==> src/logic/cpu_types_pkg.sv <==
// cpu types package: data word, cache address view and cache frame layout
`default_nettype none

package cpu_types_pkg;

  // datapath word
  typedef logic [31:0] word_t;

  // dcache geometry, 2 way, 8 sets, 2 word blocks
  localparam int DTAG_W = 26;  // tag bits
  localparam int DIDX_W = 3;   // set index bits
  localparam int DBLK_W = 1;   // word within block
  localparam int DBYT_W = 2;   // byte within word
  localparam int DSETS  = 8;   // sets per way

  // byte address split for dcache lookup
  typedef struct packed {
    logic [DTAG_W-1:0] tag;
    logic [DIDX_W-1:0] idx;
    logic [DBLK_W-1:0] blkoff;
    logic [DBYT_W-1:0] bytoff;  // always zero, word accesses only
  } dcachef_t;

  // one cache line as stored in a way, 92 bits
  typedef struct packed {
    logic [DTAG_W-1:0]        tag;
    word_t [2**DBLK_W-1:0]    data;   // data[0] is the even word
    logic                     valid;
    logic                     dirty;  // differs from memory, needs writeback
  } dframe_t;

endpackage

`default_nettype wire
==> src/logic/memory_control.sv <==
// memory controller turning dcache word requests into wishbone classic master cycles
`timescale 1ns/100ps
`default_nettype none

module memory_control (
  input  logic                  CLK,
  input  logic                  nRST,
  input  logic                  dREN,
  input  logic                  dWEN,
  input  cpu_types_pkg::word_t  daddr,
  input  cpu_types_pkg::word_t  dstore,
  output cpu_types_pkg::word_t  dload,
  output logic                  dwait,
  output logic                  wb_cyc,
  output logic                  wb_stb,
  output logic                  wb_we,
  output cpu_types_pkg::word_t  wb_adr,
  output cpu_types_pkg::word_t  wb_dat_w,
  input  cpu_types_pkg::word_t  wb_dat_r,
  input  logic                  wb_ack
);

  logic req_any;
  logic start;  // open a new bus cycle this edge

  assign req_any = dREN | dWEN;
  assign start   = !wb_cyc && req_any;

  // cyc drops on the ack edge so the next word starts its own cycle
  always_ff @(posedge CLK, negedge nRST) begin
    if (!nRST) begin
      wb_cyc <= 1'b0;
      wb_stb <= 1'b0;
      wb_we  <= 1'b0;
    end else if (wb_cyc) begin
      if (wb_ack) begin
        wb_cyc <= 1'b0;
        wb_stb <= 1'b0;
        wb_we  <= 1'b0;
      end
    end else if (req_any) begin
      wb_cyc <= 1'b1;  // cyc and stb together
      wb_stb <= 1'b1;
      wb_we  <= dWEN;
    end
  end

  // address and write data latched once per cycle
  always_ff @(posedge CLK) begin
    if (start) begin
      wb_adr   <= daddr;
      wb_dat_w <= dstore;
    end
  end

  assign dload = wb_dat_r;             // valid with ack
  assign dwait = !(wb_cyc && wb_ack);  // only ack releases the dcache

  assert property (@(posedge CLK) disable iff (!nRST) wb_stb |-> wb_cyc)
    else $error("wishbone stb without cyc");

endmodule

`default_nettype wire

==> config.mk <==
export PLATFORM = sky130hd
export DESIGN_NAME = memory_control
export DESIGN_NICKNAME = d
export VERILOG_FILES = /design/src/logic/cpu_types_pkg.sv /design/src/logic/memory_control.sv
export SDC_FILE = /design/constraint.sdc
export NUM_CORES = 1
export LEC_CHECK = 0
export BUFFER_PORTS_ARGS = -buffer_cell sky130_fd_sc_hd__buf_2
export CAP_MARGIN = 10
export CORE_ASPECT_RATIO = 1.4
export CORE_MARGIN = 2
export CORE_UTILIZATION = 40
export CTS_CLUSTER_SIZE = 12
export DETAILED_ROUTE_END_ITERATION = 12
export GPL_TIMING_DRIVEN = 0
export PLACE_DENSITY = 0.81
export RECOVER_POWER = 100
export SYNTH_ARGS = -nofsm -noshare
export SYNTH_HDL_FRONTEND = slang
export SYNTH_SLANG_ARGS = --single-unit
export TNS_END_PERCENT = 1
==> constraint.sdc <==
create_clock -name CLK -period 8.4 [get_ports CLK]
set_clock_uncertainty 0.15 [all_clocks]
set_input_delay 1.26 -clock CLK [delete_from_list [all_inputs] [get_ports CLK]]
set_output_delay 1.26 -clock CLK [all_outputs]
set_load 0.005 [all_outputs]
# Word-level counts from Yosys, hierarchy flattened
# Index checks and enable logic that the tools add are counted.
# totals
regBits	67
in_bits	101
output_inout_bits	100
word_cells	21
# classes
eq_ne	1
n_mux	8
bitwise_logic	1
reduce_logical	6
# ops
operator	n
$mux W1	8
$logic_and A1 B1 Y1	2
$logic_not A1 Y1	2
$ne A2 B1 Y1 const B	1
$reduce_and A2 Y1	1
$reduce_bool A2 Y1	1
$or A1 B1 Y1	1

# Depth between registers and ports, before layout
# depth
word_depth	3
ltp_mapped	2

# Worst setup path before layout
# OpenSTA, ideal clock, no wires.
# synth_path
kind	input to register
start	input port dWEN
end	register wb_adr[0], enable pin
setup_time_ns	0.488
t_arrival_ns	3.998
required_time_ns	7.762
setup_slack_ns	3.764
path_stages	2
cell_sequence	nor2_1 nor2_1
# synth_via
elab_chain_len	2
# synth_rtl
element	line	rtl
from (decl)	memory_control.sv:9	input logic dWEN,
$or A1 B1 Y1	memory_control.sv:26	assign req_any = dREN | dWEN;
$logic_and A1 B1 Y1	memory_control.sv:27	assign start = !wb_cyc && req_any;
net start	memory_control.sv:24	logic start;
to (signal assigned)	memory_control.sv:51	wb_adr <= daddr;
to (decl)	memory_control.sv:17	output cpu_types_pkg::word_t wb_adr,
# The timed path passes the listed nets, and every way through them passes these cells.
# A chain may end at the register's enable or synchronous reset.

# Final worst setup path
# layout_path
start	input port dWEN
end	register wb_dat_w[15], enable pin
# layout_via
elab_chain_len	2
# layout_rtl
element	line	rtl
$or A1 B1 Y1	memory_control.sv:26	
$logic_and A1 B1 Y1	memory_control.sv:27	
net start	memory_control.sv:24	
to (signal assigned)	memory_control.sv:52	wb_dat_w <= dstore;
to (decl)	memory_control.sv:18	output cpu_types_pkg::word_t wb_dat_w,
# The timed path passes the listed nets, and every way through them passes these cells.

==> metrics <==
clk buf depth=2; Crit path required time=8.17 ns; Synth Cell Area=0.00230 mm2; die width=68.1 um; CTS buffer count=9; cts repair resizes=0; R2R cell count=2; Worst setup EP type=flip-flop; synth top area cells=edfxtp_1, buf_4, dfrtp_1, nand2b_1, nor2_1; Clock Sinks=67; final hold vios=0; crit path to=wb_dat_w[15]; DRT Wirelength=5490 um; TritonCTS clock tree=yes; Final GP Congestion=0.717; PD cells=212 mW/mm2; reg2reg end=wb_dat_w[15]; met2 wire length=2850 um; Hold Buf Count CTS=0; overflow left after global routing=0; metal1 wirelength=1820 um; Yosys reg bits=67; Post-Synthesis Cells=110; path type of the worst setup path=primary input to flip-flop; setup TNS=0 ns; placement-stage cell area=0.00325 mm2; leading cell type in the layout, fill and taps excluded=buf_2; die area=0.00637 mm2; crit path from=dWEN; failing checks=max-capacitance violations, max-slew violations; # DRC=0; post-route cell area=0.00331 mm2; Via Count=1589; DRT iter0 DRCs=118; Clock Pin Slew Worst Setup and Hold Paths=0.07 ns; fin crit share=57.5%; arrival time at the worst endpoint=4.60 ns; commonest non-fill, non-tap cells in the layout=buf_2, clkbuf_1, edfxtp_1; core region area=0.00553 mm2; nets=391; number of distinct library cells after synthesis=10; Starting Density=41.6%; I/O Buffers=168; routed len/inst=15.1 um; final setup fails=0; area of the multi-input gates=60.1 um2; chip height=93.7 um; Peak Freq=207 MHz; max_cap viols=2; Setup Fix Bufs, Post-CTS=0; area growth from synthesis to layout=44.2%; CTS root buf=clkbuf_8; hold path depth=2; HPWL Detailed=4400 um; vias in the first global route=1513; highest metal used=met4; Total Routing Usage GR=16.5%; FP Rows=32; initial antenna violation count=0; CTS H-Tree Depth=3; largest net degree at the start of global routing=36; first-pass GRT wire length=7270 um; Crit Path Max Fanout=35; biggest area consumer among synthesized cells=edfxtp_1; RSZ-0062 raised after global routing=no; VDD IR max=0.0961 mV; Clk Latency, worst-skew pair=0.33 ns; fraction of layout cells with a size suffix above 1=50.2%; DR pass1 iterations=4; Synth top area share=83.7%; Worst-Margin Slew=2.37 ns; fill count=463; Routed Antenna Nets=0; Hold Path Class=flip-flop to flip-flop; critical path launch point type=primary input; Seq/Total Area, Yosys=86.9%; Slew Viols, Final=67; ant diodes=0; Post-Syn Area per Cell=20.9 um2; Slew HR=-58.6%; reg2reg start=wb_cyc; FF-to-FF setup slack=4.25 ns; post-synthesis net count=211; number of synthesis warnings=0; DR vias/cell=4.38; Leak=1.38 nW; sequential cell area=0.00200 mm2; status=finished with violations; routed length on met3=678 um; IO Pins=201; Period minus WS final=4.83 ns
## cell type report
cell class	count	area share, %
multi-input combinational	11	1.81
clock buffer	14	4.61
sequential	67	60.3
buffer	32	7.25
timing repair buffer	169	23.1
clock inverter	2	0.378
tap	68	2.57
## cells by family (layout without fill, tap and decap cells)
group / after synthesis / in the layout / share of synthesized area (%)
AO/OA/AOI/OAI: 3 / 3 / 0.926
buffers and inverters: 32 / 217 / 10.5
AND/OR/NAND/NOR: 8 / 8 / 1.69
flip-flops: 67 / 67 / 86.9
## worst min path at each step
| stage | startpoint | endpoint |
|---|---|---|
| floorplan | wb_cyc | wb_stb |
| global placement | wb_stb | wb_stb |
| detailed placement | wb_we | wb_we |
| CTS | wb_we | wb_we |
| global route | wb_stb | wb_stb |
| finish | wb_we | wb_we |
## sequential cells by signal (all words and copies together) (netlist names)
signal / count
wb_we: 1
wb_cyc: 1
wb_dat_w: 32
wb_adr: 32
wb_stb: 1
## where the power goes
group | internal, mW | switching [mW] | total (mW)
Clock | 0.115 | 0.108 | 0.223
Combinational | 0.0361 | 0.0361 | 0.0722
Sequential | 0.398 | 0.00791 | 0.406
## critical path: stages
cell,delay [ns]
clkbuf_1,0.16
nor2_1,0.07
nor2_1,1.74
clkbuf_1,1.36
## synth_stat cells
cell      instances
edfxtp_1         64
nand2b_1          3
dfrtp_1           3
nor3_1            1
a22oi_1           1
nand2_1           1
nor2_1            3
a21oi_1           1
buf_4            32
o31a_1            1
## metrics by stage
step	instances	hold slack, ns	setup slack [ns]	util (%)	total power [mW]
after floorplan	110	0.390	3.76	-	0.440
after global placement	346	0.389	2.83	58.3	0.488
after detailed placement	347	0.410	5.44	58.8	0.493
after CTS	363	0.422	5.43	61.8	0.717
after global routing	363	0.458	3.06	59.9	0.734
final	363	0.419	3.57	59.9	0.701
## routing by layer
metal  global-route usage [%]  vias up
met5                        0        -
met4                     9.50        0
met3                     4.80       10
met2                     28.2      133
met1                     17.7      714
li1                         -      732
No activity file was read; power rests on OpenSTA's default activity.
