**src/logic/cpu_types_pkg.sv**
```systemverilog
// cpu types package: data word, cache address view and cache frame layout
`default_nettype none

package cpu_types_pkg;

  // datapath word
  typedef logic [31:0] word_t;

  // dcache geometry, 2 way, 8 sets, 2 word blocks
  localparam int DTAG_W = 26;  // tag bits
  localparam int DIDX_W = 3;   // set index bits
  localparam int DBLK_W = 1;   // word within block
  localparam int DBYT_W = 2;   // byte within word
  localparam int DSETS  = 8;   // sets per way

  // byte address split for dcache lookup
  typedef struct packed {
    logic [DTAG_W-1:0] tag;
    logic [DIDX_W-1:0] idx;
    logic [DBLK_W-1:0] blkoff;
    logic [DBYT_W-1:0] bytoff;  // always zero, word accesses only
  } dcachef_t;

  // one cache line as stored in a way, 92 bits
  typedef struct packed {
    logic [DTAG_W-1:0]        tag;
    word_t [2**DBLK_W-1:0]    data;   // data[0] is the even word
    logic                     valid;
    logic                     dirty;  // differs from memory, needs writeback
  } dframe_t;

endpackage

`default_nettype wire
```
**src/logic/dcache.sv**
```systemverilog
// dcache controller: hit path, lru writeback and refill, flush on halt
`timescale 1ns/100ps
`default_nettype none

module dcache (
  input  logic                  CLK,
  input  logic                  nRST,
  input  logic                  dmemREN,
  input  logic                  dmemWEN,
  input  logic                  halt,
  input  cpu_types_pkg::word_t  dmemaddr,
  input  cpu_types_pkg::word_t  dmemstore,
  output cpu_types_pkg::word_t  dmemload,
  output logic                  dhit,
  output logic                  flushed,
  output logic                  dREN,
  output logic                  dWEN,
  output cpu_types_pkg::word_t  daddr,
  output cpu_types_pkg::word_t  dstore,
  input  cpu_types_pkg::word_t  dload,
  input  logic                  dwait
);
  import cpu_types_pkg::*;

  typedef enum logic [3:0] {
    idle, wb_word0, wb_word1, fetch_word0, fetch_word1, install,
    flush_scan, flush_wb0, flush_wb1, flush_done
  } state_t;

  state_t                state, next_state;
  dcachef_t              req;        // datapath address by field
  logic                  req_any;
  logic [DIDX_W-1:0]     arr_idx;
  logic                  hit, hit_way, lru_way;
  dframe_t               victim, frame_rd, wr_frame, merged;
  logic                  wr_en, wr_way, touch, touch_way;
  logic [DIDX_W:0]       flush_cnt;  // {set, step}, two steps per set
  logic                  flush_last;
  logic                  retire;     // flush step done, drop the line
  logic                  in_flush;
  logic                  wsel;       // word of the block on the bus
  logic [DTAG_W-1:0]     bus_tag;
  word_t [2**DBLK_W-1:0] fill;       // refill buffer

  assign req      = dcachef_t'(dmemaddr);
  assign req_any  = dmemREN | dmemWEN;
  assign in_flush = state inside {flush_scan, flush_wb0, flush_wb1};
  assign arr_idx  = in_flush ? flush_cnt[DIDX_W:1] : req.idx;

  dcache_array u_dcache_array (
    .CLK       (CLK),
    .nRST      (nRST),
    .idx       (arr_idx),
    .tag       (req.tag),
    .hit       (hit),
    .hit_way   (hit_way),
    .lru_way   (lru_way),
    .victim    (victim),
    .frame_rd  (frame_rd),
    .wr_en     (wr_en),
    .wr_way    (wr_way),
    .wr_frame  (wr_frame),
    .touch     (touch),
    .touch_way (touch_way)
  );

  // datapath side
  assign dhit     = (state == idle) && req_any && hit;  // no hit while a miss is open
  assign dmemload = frame_rd.data[req.blkoff];
  assign flushed  = (state == flush_done);

  // write hit, new word into the hit line and mark it dirty
  always_comb begin
    merged                   = frame_rd;
    merged.data[req.blkoff]  = dmemstore;
    merged.dirty             = 1'b1;
  end

  // memory side, block address from tag, set and word select
  assign dREN       = state inside {fetch_word0, fetch_word1};
  assign dWEN       = state inside {wb_word0, wb_word1, flush_wb0, flush_wb1};
  assign wsel       = state inside {wb_word1, fetch_word1, flush_wb1};
  assign bus_tag    = dWEN ? victim.tag : req.tag;  // writeback goes to the old line
  assign daddr      = {bus_tag, arr_idx, wsel, {DBYT_W{1'b0}}};
  assign dstore     = victim.data[wsel];
  assign flush_last = &flush_cnt;

  always_comb begin
    next_state = state;
    wr_en      = 1'b0;
    wr_way     = lru_way;  // refill and flush both work on the victim
    wr_frame   = merged;
    touch      = 1'b0;
    touch_way  = lru_way;
    retire     = 1'b0;
    case (state)
      idle: begin
        if (dhit) begin
          touch     = 1'b1;
          touch_way = hit_way;
          if (dmemWEN) begin
            wr_en  = 1'b1;
            wr_way = hit_way;
          end
        end
        if (halt)
          next_state = flush_scan;  // halt wins over a pending miss
        else if (req_any && !hit)
          next_state = (victim.valid && victim.dirty) ? wb_word0 : fetch_word0;
      end
      wb_word0:    if (!dwait) next_state = wb_word1;
      wb_word1:    if (!dwait) next_state = fetch_word0;
      fetch_word0: if (!dwait) next_state = fetch_word1;
      fetch_word1: if (!dwait) next_state = install;
      install: begin
        wr_en      = 1'b1;
        wr_frame   = '{tag: req.tag, data: fill, valid: 1'b1, dirty: 1'b0};
        next_state = idle;  // hits next cycle
      end
      // victim walk, touching the victim flips lru so step 1 sees the other way
      flush_scan: begin
        if (victim.valid && victim.dirty)
          next_state = flush_wb0;
        else
          retire = 1'b1;
      end
      flush_wb0:  if (!dwait) next_state = flush_wb1;
      flush_wb1:  if (!dwait) retire = 1'b1;
      flush_done: if (!halt) next_state = idle;
      default:    next_state = idle;
    endcase
    if (retire) begin
      wr_en      = 1'b1;
      wr_frame   = '0;  // invalid and clean
      touch      = 1'b1;
      next_state = flush_last ? flush_done : flush_scan;
    end
  end

  always_ff @(posedge CLK, negedge nRST) begin
    if (!nRST) begin
      state     <= idle;
      flush_cnt <= '0;
    end else begin
      state <= next_state;
      if (retire)
        flush_cnt <= flush_cnt + 1'b1;  // wraps back to 0 after the last step
    end
  end

  // refill words as they arrive
  always_ff @(posedge CLK) begin
    if (dREN && !dwait)
      fill[wsel] <= dload;
  end

  assert property (@(posedge CLK) disable iff (!nRST) !(dREN && dWEN))
    else $error("dcache drives dREN and dWEN together");

  // a transfer keeps its address until memory_control completes it
  assert property (@(posedge CLK) disable iff (!nRST)
    (dREN || dWEN) && dwait |=> $stable(daddr))
    else $error("dcache changed daddr during a waiting transfer");

endmodule

`default_nettype wire

```
**src/logic/dcache_array.sv**
```systemverilog
// dcache storage: two ways of eight frames, tag compare, victim select and lru bits
`timescale 1ns/100ps
`default_nettype none

module dcache_array (
  input  logic                              CLK,
  input  logic                              nRST,
  input  logic [cpu_types_pkg::DIDX_W-1:0]  idx,
  input  logic [cpu_types_pkg::DTAG_W-1:0]  tag,
  output logic                              hit,
  output logic                              hit_way,
  output logic                              lru_way,
  output cpu_types_pkg::dframe_t            victim,
  output cpu_types_pkg::dframe_t            frame_rd,
  input  logic                              wr_en,
  input  logic                              wr_way,
  input  cpu_types_pkg::dframe_t            wr_frame,
  input  logic                              touch,
  input  logic                              touch_way
);
  import cpu_types_pkg::*;

  dframe_t [DSETS-1:0][1:0] frames;  // [set][way]
  logic    [DSETS-1:0]      lru;     // per set, the way to evict next
  logic                     match0;
  logic                     match1;

  // tag compare on both ways of the addressed set
  assign match0 = frames[idx][0].valid && (frames[idx][0].tag == tag);
  assign match1 = frames[idx][1].valid && (frames[idx][1].tag == tag);

  assign hit     = match0 | match1;
  assign hit_way = match1;            // way 0 when neither matches
  assign lru_way = lru[idx];

  // read ports
  assign frame_rd = frames[idx][hit_way];  // line the datapath reads or merges into
  assign victim   = frames[idx][lru_way];  // line a miss or a flush step works on

  always_ff @(posedge CLK, negedge nRST) begin
    if (!nRST) begin
      frames <= '0;  // all lines invalid and clean
      lru    <= '0;
    end else begin
      if (wr_en)
        frames[idx][wr_way] <= wr_frame;  // whole frame at once
      // used way becomes mru, so the other one is next out
      if (touch)
        lru[idx] <= ~touch_way;
    end
  end

  // a block may live in only one way of its set
  for (genvar s = 0; s < DSETS; s++) begin : g_dup_chk
    assert property (@(posedge CLK) disable iff (!nRST)
      !(frames[s][0].valid && frames[s][1].valid &&
        (frames[s][0].tag == frames[s][1].tag)))
      else $error("dcache set %0d holds the same tag in both ways", s);
  end

endmodule

`default_nettype wire

```
**config.mk**
```make
export PLATFORM = sky130hd
export DESIGN_NAME = dcache
export DESIGN_NICKNAME = d
export VERILOG_FILES = /design/src/logic/cpu_types_pkg.sv /design/src/logic/dcache.sv /design/src/logic/dcache_array.sv
export SDC_FILE = /design/constraint.sdc
export NUM_CORES = 2
export LEC_CHECK = 0
export BUFFER_PORTS_ARGS = -buffer_cell sky130_fd_sc_hd__buf_2
export CORE_MARGIN = 3
export CORE_UTILIZATION = 40
export DETAILED_ROUTE_END_ITERATION = 7
export PLACE_DENSITY = 0.52
export RECOVER_POWER = 25
export SLEW_MARGIN = 10
export SYNTH_ARGS = -nofsm -noshare
export SYNTH_HDL_FRONTEND = slang
export SYNTH_HIERARCHICAL = 1
export SYNTH_SLANG_ARGS = --single-unit
export TNS_END_PERCENT = 100
```
**constraint.sdc**
```tcl
create_clock -name CLK -period 7.45 [get_ports CLK]
set_input_delay 0.3725 -clock CLK [delete_from_list [all_inputs] [get_ports CLK]]
set_output_delay 0.3725 -clock CLK [all_outputs]
set_load 0.01 [all_outputs]
```
* After elaboration in Yosys (flattened, before gate mapping)
Cells that the tools add are included.
** Cells by class
- Add/subtract/negate cells :: 1
- Order comparisons :: 10
- Equality and inequality tests :: 20
- Mux-type cells :: 58
- Bitwise gates (word level) :: 3
- Reduce and logical (&&, ||, !) cells :: 20
** Operators with widths (number)
- bitwise mux 1472 bit :: 1
- two-way mux 92 bit :: 7
- binary-select mux 184 bit (select 3 bit) :: 1
- demux 184 bit (select 3 bit) :: 1
- two-way mux 184 bit :: 2
- two-way mux 32 bit :: 6
- bitwise mux 64 bit :: 2
- demux 92 bit (select 1 bit) :: 1
- demux 32 bit (select 1 bit) :: 2
- == test 26 bit :: 2
- two-way mux 4 bit :: 11
- one-hot mux 4 bit (9 select lines) :: 1
- two-way mux 26 bit :: 1
- == test 4 x 3 -> 1 bit (second input constant) :: 4
- two-way mux 1 bit :: 15
- inequality test 3 bit (second input constant) :: 5
- logical AND 1 bit :: 11
- less-than comparator 1 x 2 -> 1 bit (second input constant) :: 5
- AND reduction 9 bit :: 1
- bitwise mux 8 bit :: 1
- == test 4 x 2 -> 1 bit (second input constant) :: 2
- == test 4 bit (second input constant) :: 2
- inequality test 3 x 2 -> 1 bit (second input constant) :: 2
- nonzero test 3 bit :: 2
- 19 further kinds :: 24
** Storage, ports and cells
- Register bits :: 1552
- Input bits :: 102
- Output and inout bits :: 100
- Word-level logic and storage cells :: 197

* Longest topological paths before layout
- Word-level depth :: 18
- Mapped depth :: 31
- Depth with buffers taken out :: 18

* Modules after synthesis
Netlist, hierarchy kept.
** Modules (own cells, without submodules)
- dcache_array :: times used 1, cells an instance 4828, area an instance 67777.5 um2, sequential area each 37035.5 um2
- dcache :: times used 1, cells an instance 580, area an instance 5725.5 um2, sequential area each 2122.0 um2

* Worst setup path before layout
No wires, ideal clock.
- Kind :: reg-to-reg
- From :: register state[1]
- To :: register u_dcache_array/frames[1198] in the netlist's numbering
- Library setup time :: 125 ps
- Arrival time :: 5749 ps
- Data required time :: 7325 ps
- Path slack :: 1576 ps
- Stages on the path, launching flop included :: 31
- Buffers on the path :: 16
- Period minus slack after synthesis :: 5874 ps
- Cell sequence :: dfrtp_1 > buf_2 > buf_2 > clkbuf_1 > nor3b_1 > o21ai_0 > o221a_2 > buf_6 > buf_6 > buf_6 > buf_6 > buf_6 > buf_6 > buf_6 > buf_4 > buf_2 > buf_2 > mux2i_1 > o22ai_1 > nor2_1 > mux2i_1 > a21o_1 > o22ai_4 > buf_4 > nor2_1 > nand2_1 > nand2_1 > nor2_1 > clkbuf_1 > clkbuf_1 > mux2_2
** RTL lines
- start: declaration :: RTL line dcache.sv:30 : state_t state, next_state;
- start signal: assignment :: RTL line dcache.sv:142 : state <= idle;
- start signal: assignment :: RTL line dcache.sv:145 : state <= next_state;
- end signal: indexed assignment :: RTL line dcache_array.sv:46 : frames[idx][wr_way] <= wr_frame;
- end: declaration :: RTL line dcache_array.sv:23 : dframe_t [DSETS-1:0][1:0] frames;

==> reports/results.ini <==
[run_status]
status = complete, but fails checks
violations = max-capacitance violations, max-slew violations

[grt]
grt_pass1_wl_um = 339000
grt_usage_pct = 24.2
grt_max_degree = 171
grt-ovfl-total = 0
grt_pass1_vias = 48500
antenna_found_initial = 6

[finish]
drive_gt1_share_pct = 44.5
nNetsFinal = 5807
multiInputGateArea_um2 = 32200
areaGrowthSynthToFinish_pct = 17.3
postLayoutCellArea_um2 = 86200
utilization_pct = 47.5
ff_latch_area_um2 = 39200
final_cells = 8297
fill_cells = 16300

[clock_tree]
clock_sinks = 1552
clk_pin_slew_ns = 0.06
cts_buffers = 173
clock-root-buffer = clkbuf_16
cts_max_level = 4
tritoncts = done
clock_latency_ns = 0.83
clockBufferDepth = 3

[die]
core-area_um2 = 182000
die_h_um = 435
rows = 156
dieWidth_um = 435
io_pins = 202
start_util_pct = 40.4
die-area_um2 = 189000

[sta]
finalSetupViolCount = 0
period_share_pct = 98.5
tns_ns = 0
hold_violations = 0
max_slew_margin_pct = -298
max_freq_ghz = 0.136
worst_slack_ns = 0.114
min_period_ns = 7.34
holdWs_ns = 0.183
worstMarginPinSlew_ns = 5.97
finClkSkew_ns = 0.0379
finalMaxSlewViolations = 441
rsz0062_at_grt = false

[detailed_routing]
vias_per_cell = 5.72
drt-initial-drc-count = 3349
final_antenna_net_count = 0
drc = 0
drt_wl_total_um = 232000
via_count = 47400
drtPass1Iterations = 6
wl_per_cell_um = 28.0

[placed_design]
numPortBuffers = 197
place_inst = 7936
place_worst_setup_slack_ns = 0.0330
place_area_um2 = 80000
hpwlAfterDp_um = 142000
place.gp.congestion = 0.839

[power]
leakagePower_nw = 39.5
ir_drop_uv = 245
p_sw_mw = 14.4
powerDensity_nw_per_um2 = 431
seqPwrFrac_pct = 33.7
sw_frac_of_total_pct = 38.6
intPower_mw = 22.8
total_power_mw = 37.2
power_frac_clock_pct = 23.4
combinationalPowerShare_pct = 42.9

[yosys]
syn_area_um2 = 73500
syn_inst = 5407
ys_warn_count = 6
synth_area_per_cell_um2 = 13.6

[critical_path]
rrSetupSlack_ns = 0.21
crit_required_ns = 7.08
reg2reg_depth = 22
startpoint_type = register
crit_type = register to primary output
r2r_start = state[3]$_DFFE_PN0P_
cp.arrival_ns = 6.96
end_kind = primary output
critPathMaxFanout = 19
r2r-end = u_dcache_array/frames[104]$_DFFE_PN0P_

[worst_hold_path]
holdPathStages = 5
hold_start = halt
hp-class = input port to register
min_to = state[1]$_DFFE_PN0P_

[flow_run]
drv_cap = 3

## cell usage in the layout (no fill, tap or decap), types with 34 or more instances in the layout
cell	n
a211oi_1	63
a21oi_1	136
a221oi_1	131
a22o_1	96
a22oi_1	203
and3_1	81
buf_12	130
buf_2	175
buf_4	252
clkbuf_1	61
clkbuf_16	176
clkbuf_8	50
dfrtp_1	1488
dlygate4sd3_1	34
edfxtp_1	64
mux2_2	1608
mux2i_1	370
mux4_2	59
nand2_1	90
nor2_1	142
o21ai_0	36
## cell type report
type	count	share of cell area (%)
sequential	1552	45.4
clock inverter	49	0.698
tap	2449	3.55
multi-input combinational	3343	37.4
clock buffer	266	6.08
inverter	13	0.0595
antenna	4	0.0116
timing repair buffer	621	6.81
## worst max-delay path, stage by stage (launching register included)
cell and delay [ns]:
dfrtp_1 0.55, buf_4 0.27, nor3b_1 0.14, o21ai_1 0.50
o221a_4 0.55, nor2b_2 0.66, buf_12 0.25, buf_4 0.19
a22oi_1 0.13, a21oi_1 0.31, o2111ai_1 0.13, or4b_1 0.56
nor4_4 0.19, buf_4 0.34, buf_4 0.47, mux2i_1 0.46
mux2_2 0.22, buf_2 0.13
## power by group through the flow
stage / combinational (mW) / clock, mW / sequential [mW]
final: 15.9 / 8.69 / 12.5
after global routing: 17.0 / 9.25 / 12.9
after CTS: 15.9 / 8.91 / 12.5
after global placement: 15.6 / 0 / 12.5
after detailed placement: 15.8 / 0 / 12.7
after floorplan: 9.87 / 0 / 12.2
## repair_timing
| action | CTS | global route |
|---|---|---|
| pin swaps | 0 | 3 |
| resized for setup | 1 | 19 |
| endpoints found under the hold margin | 157 | 0 |
| setup buffers | 0 | 5 |
| gates cloned | 0 | 3 |
| hold buffers | 34 | 0 |
| endpoints found under the setup margin | 23 | 51 |
## registers in the layout (all words and copies together), names as in the netlist
signal                 cells
u_dcache_array/frames   1472
fill                      64
u_dcache_array/lru         8
flush_cnt                  4
state                      4
## worst max path at each step
| stage | endpoint | from | depth (start not counted) |
|---|---|---|---|
| 3_3_place_gp | u_dcache_array/frames[136]$_DFFE_PN0P_ | state[0]$_DFFE_PN0P_ | 22 |
| 3_5_place_dp | u_dcache_array/frames[136]$_DFFE_PN0P_ | state[0]$_DFFE_PN0P_ | 22 |
| 2_1_floorplan | u_dcache_array/frames[1198]$_DFFE_PN0P_ | state[1]$_DFFE_PN0P_ | 30 |
| 5_1_grt | u_dcache_array/frames[104]$_DFFE_PN0P_ | state[3]$_DFFE_PN0P_ | 22 |
| 4_1_cts | dstore[30] | state[0]$_DFFE_PN0P_ | 14 |
| 6_report | dmemload[16] | state[1]$_DFFE_PN0P_ | 17 |
## metal layers
| metal | wire length [um] | vias to the layer above | GRT usage, % |
|---|---|---|---|
| met1 | 109000 | 25400 | 34.8 |
| li1 | - | 20700 | - |
| met5 | 11 | - | 0 |
| met2 | 109000 | 965 | 38.8 |
| met3 | 8340 | 322 | 2.76 |
| met4 | 6500 | 2 | 6.47 |
(Power assumes the default switching activity.)
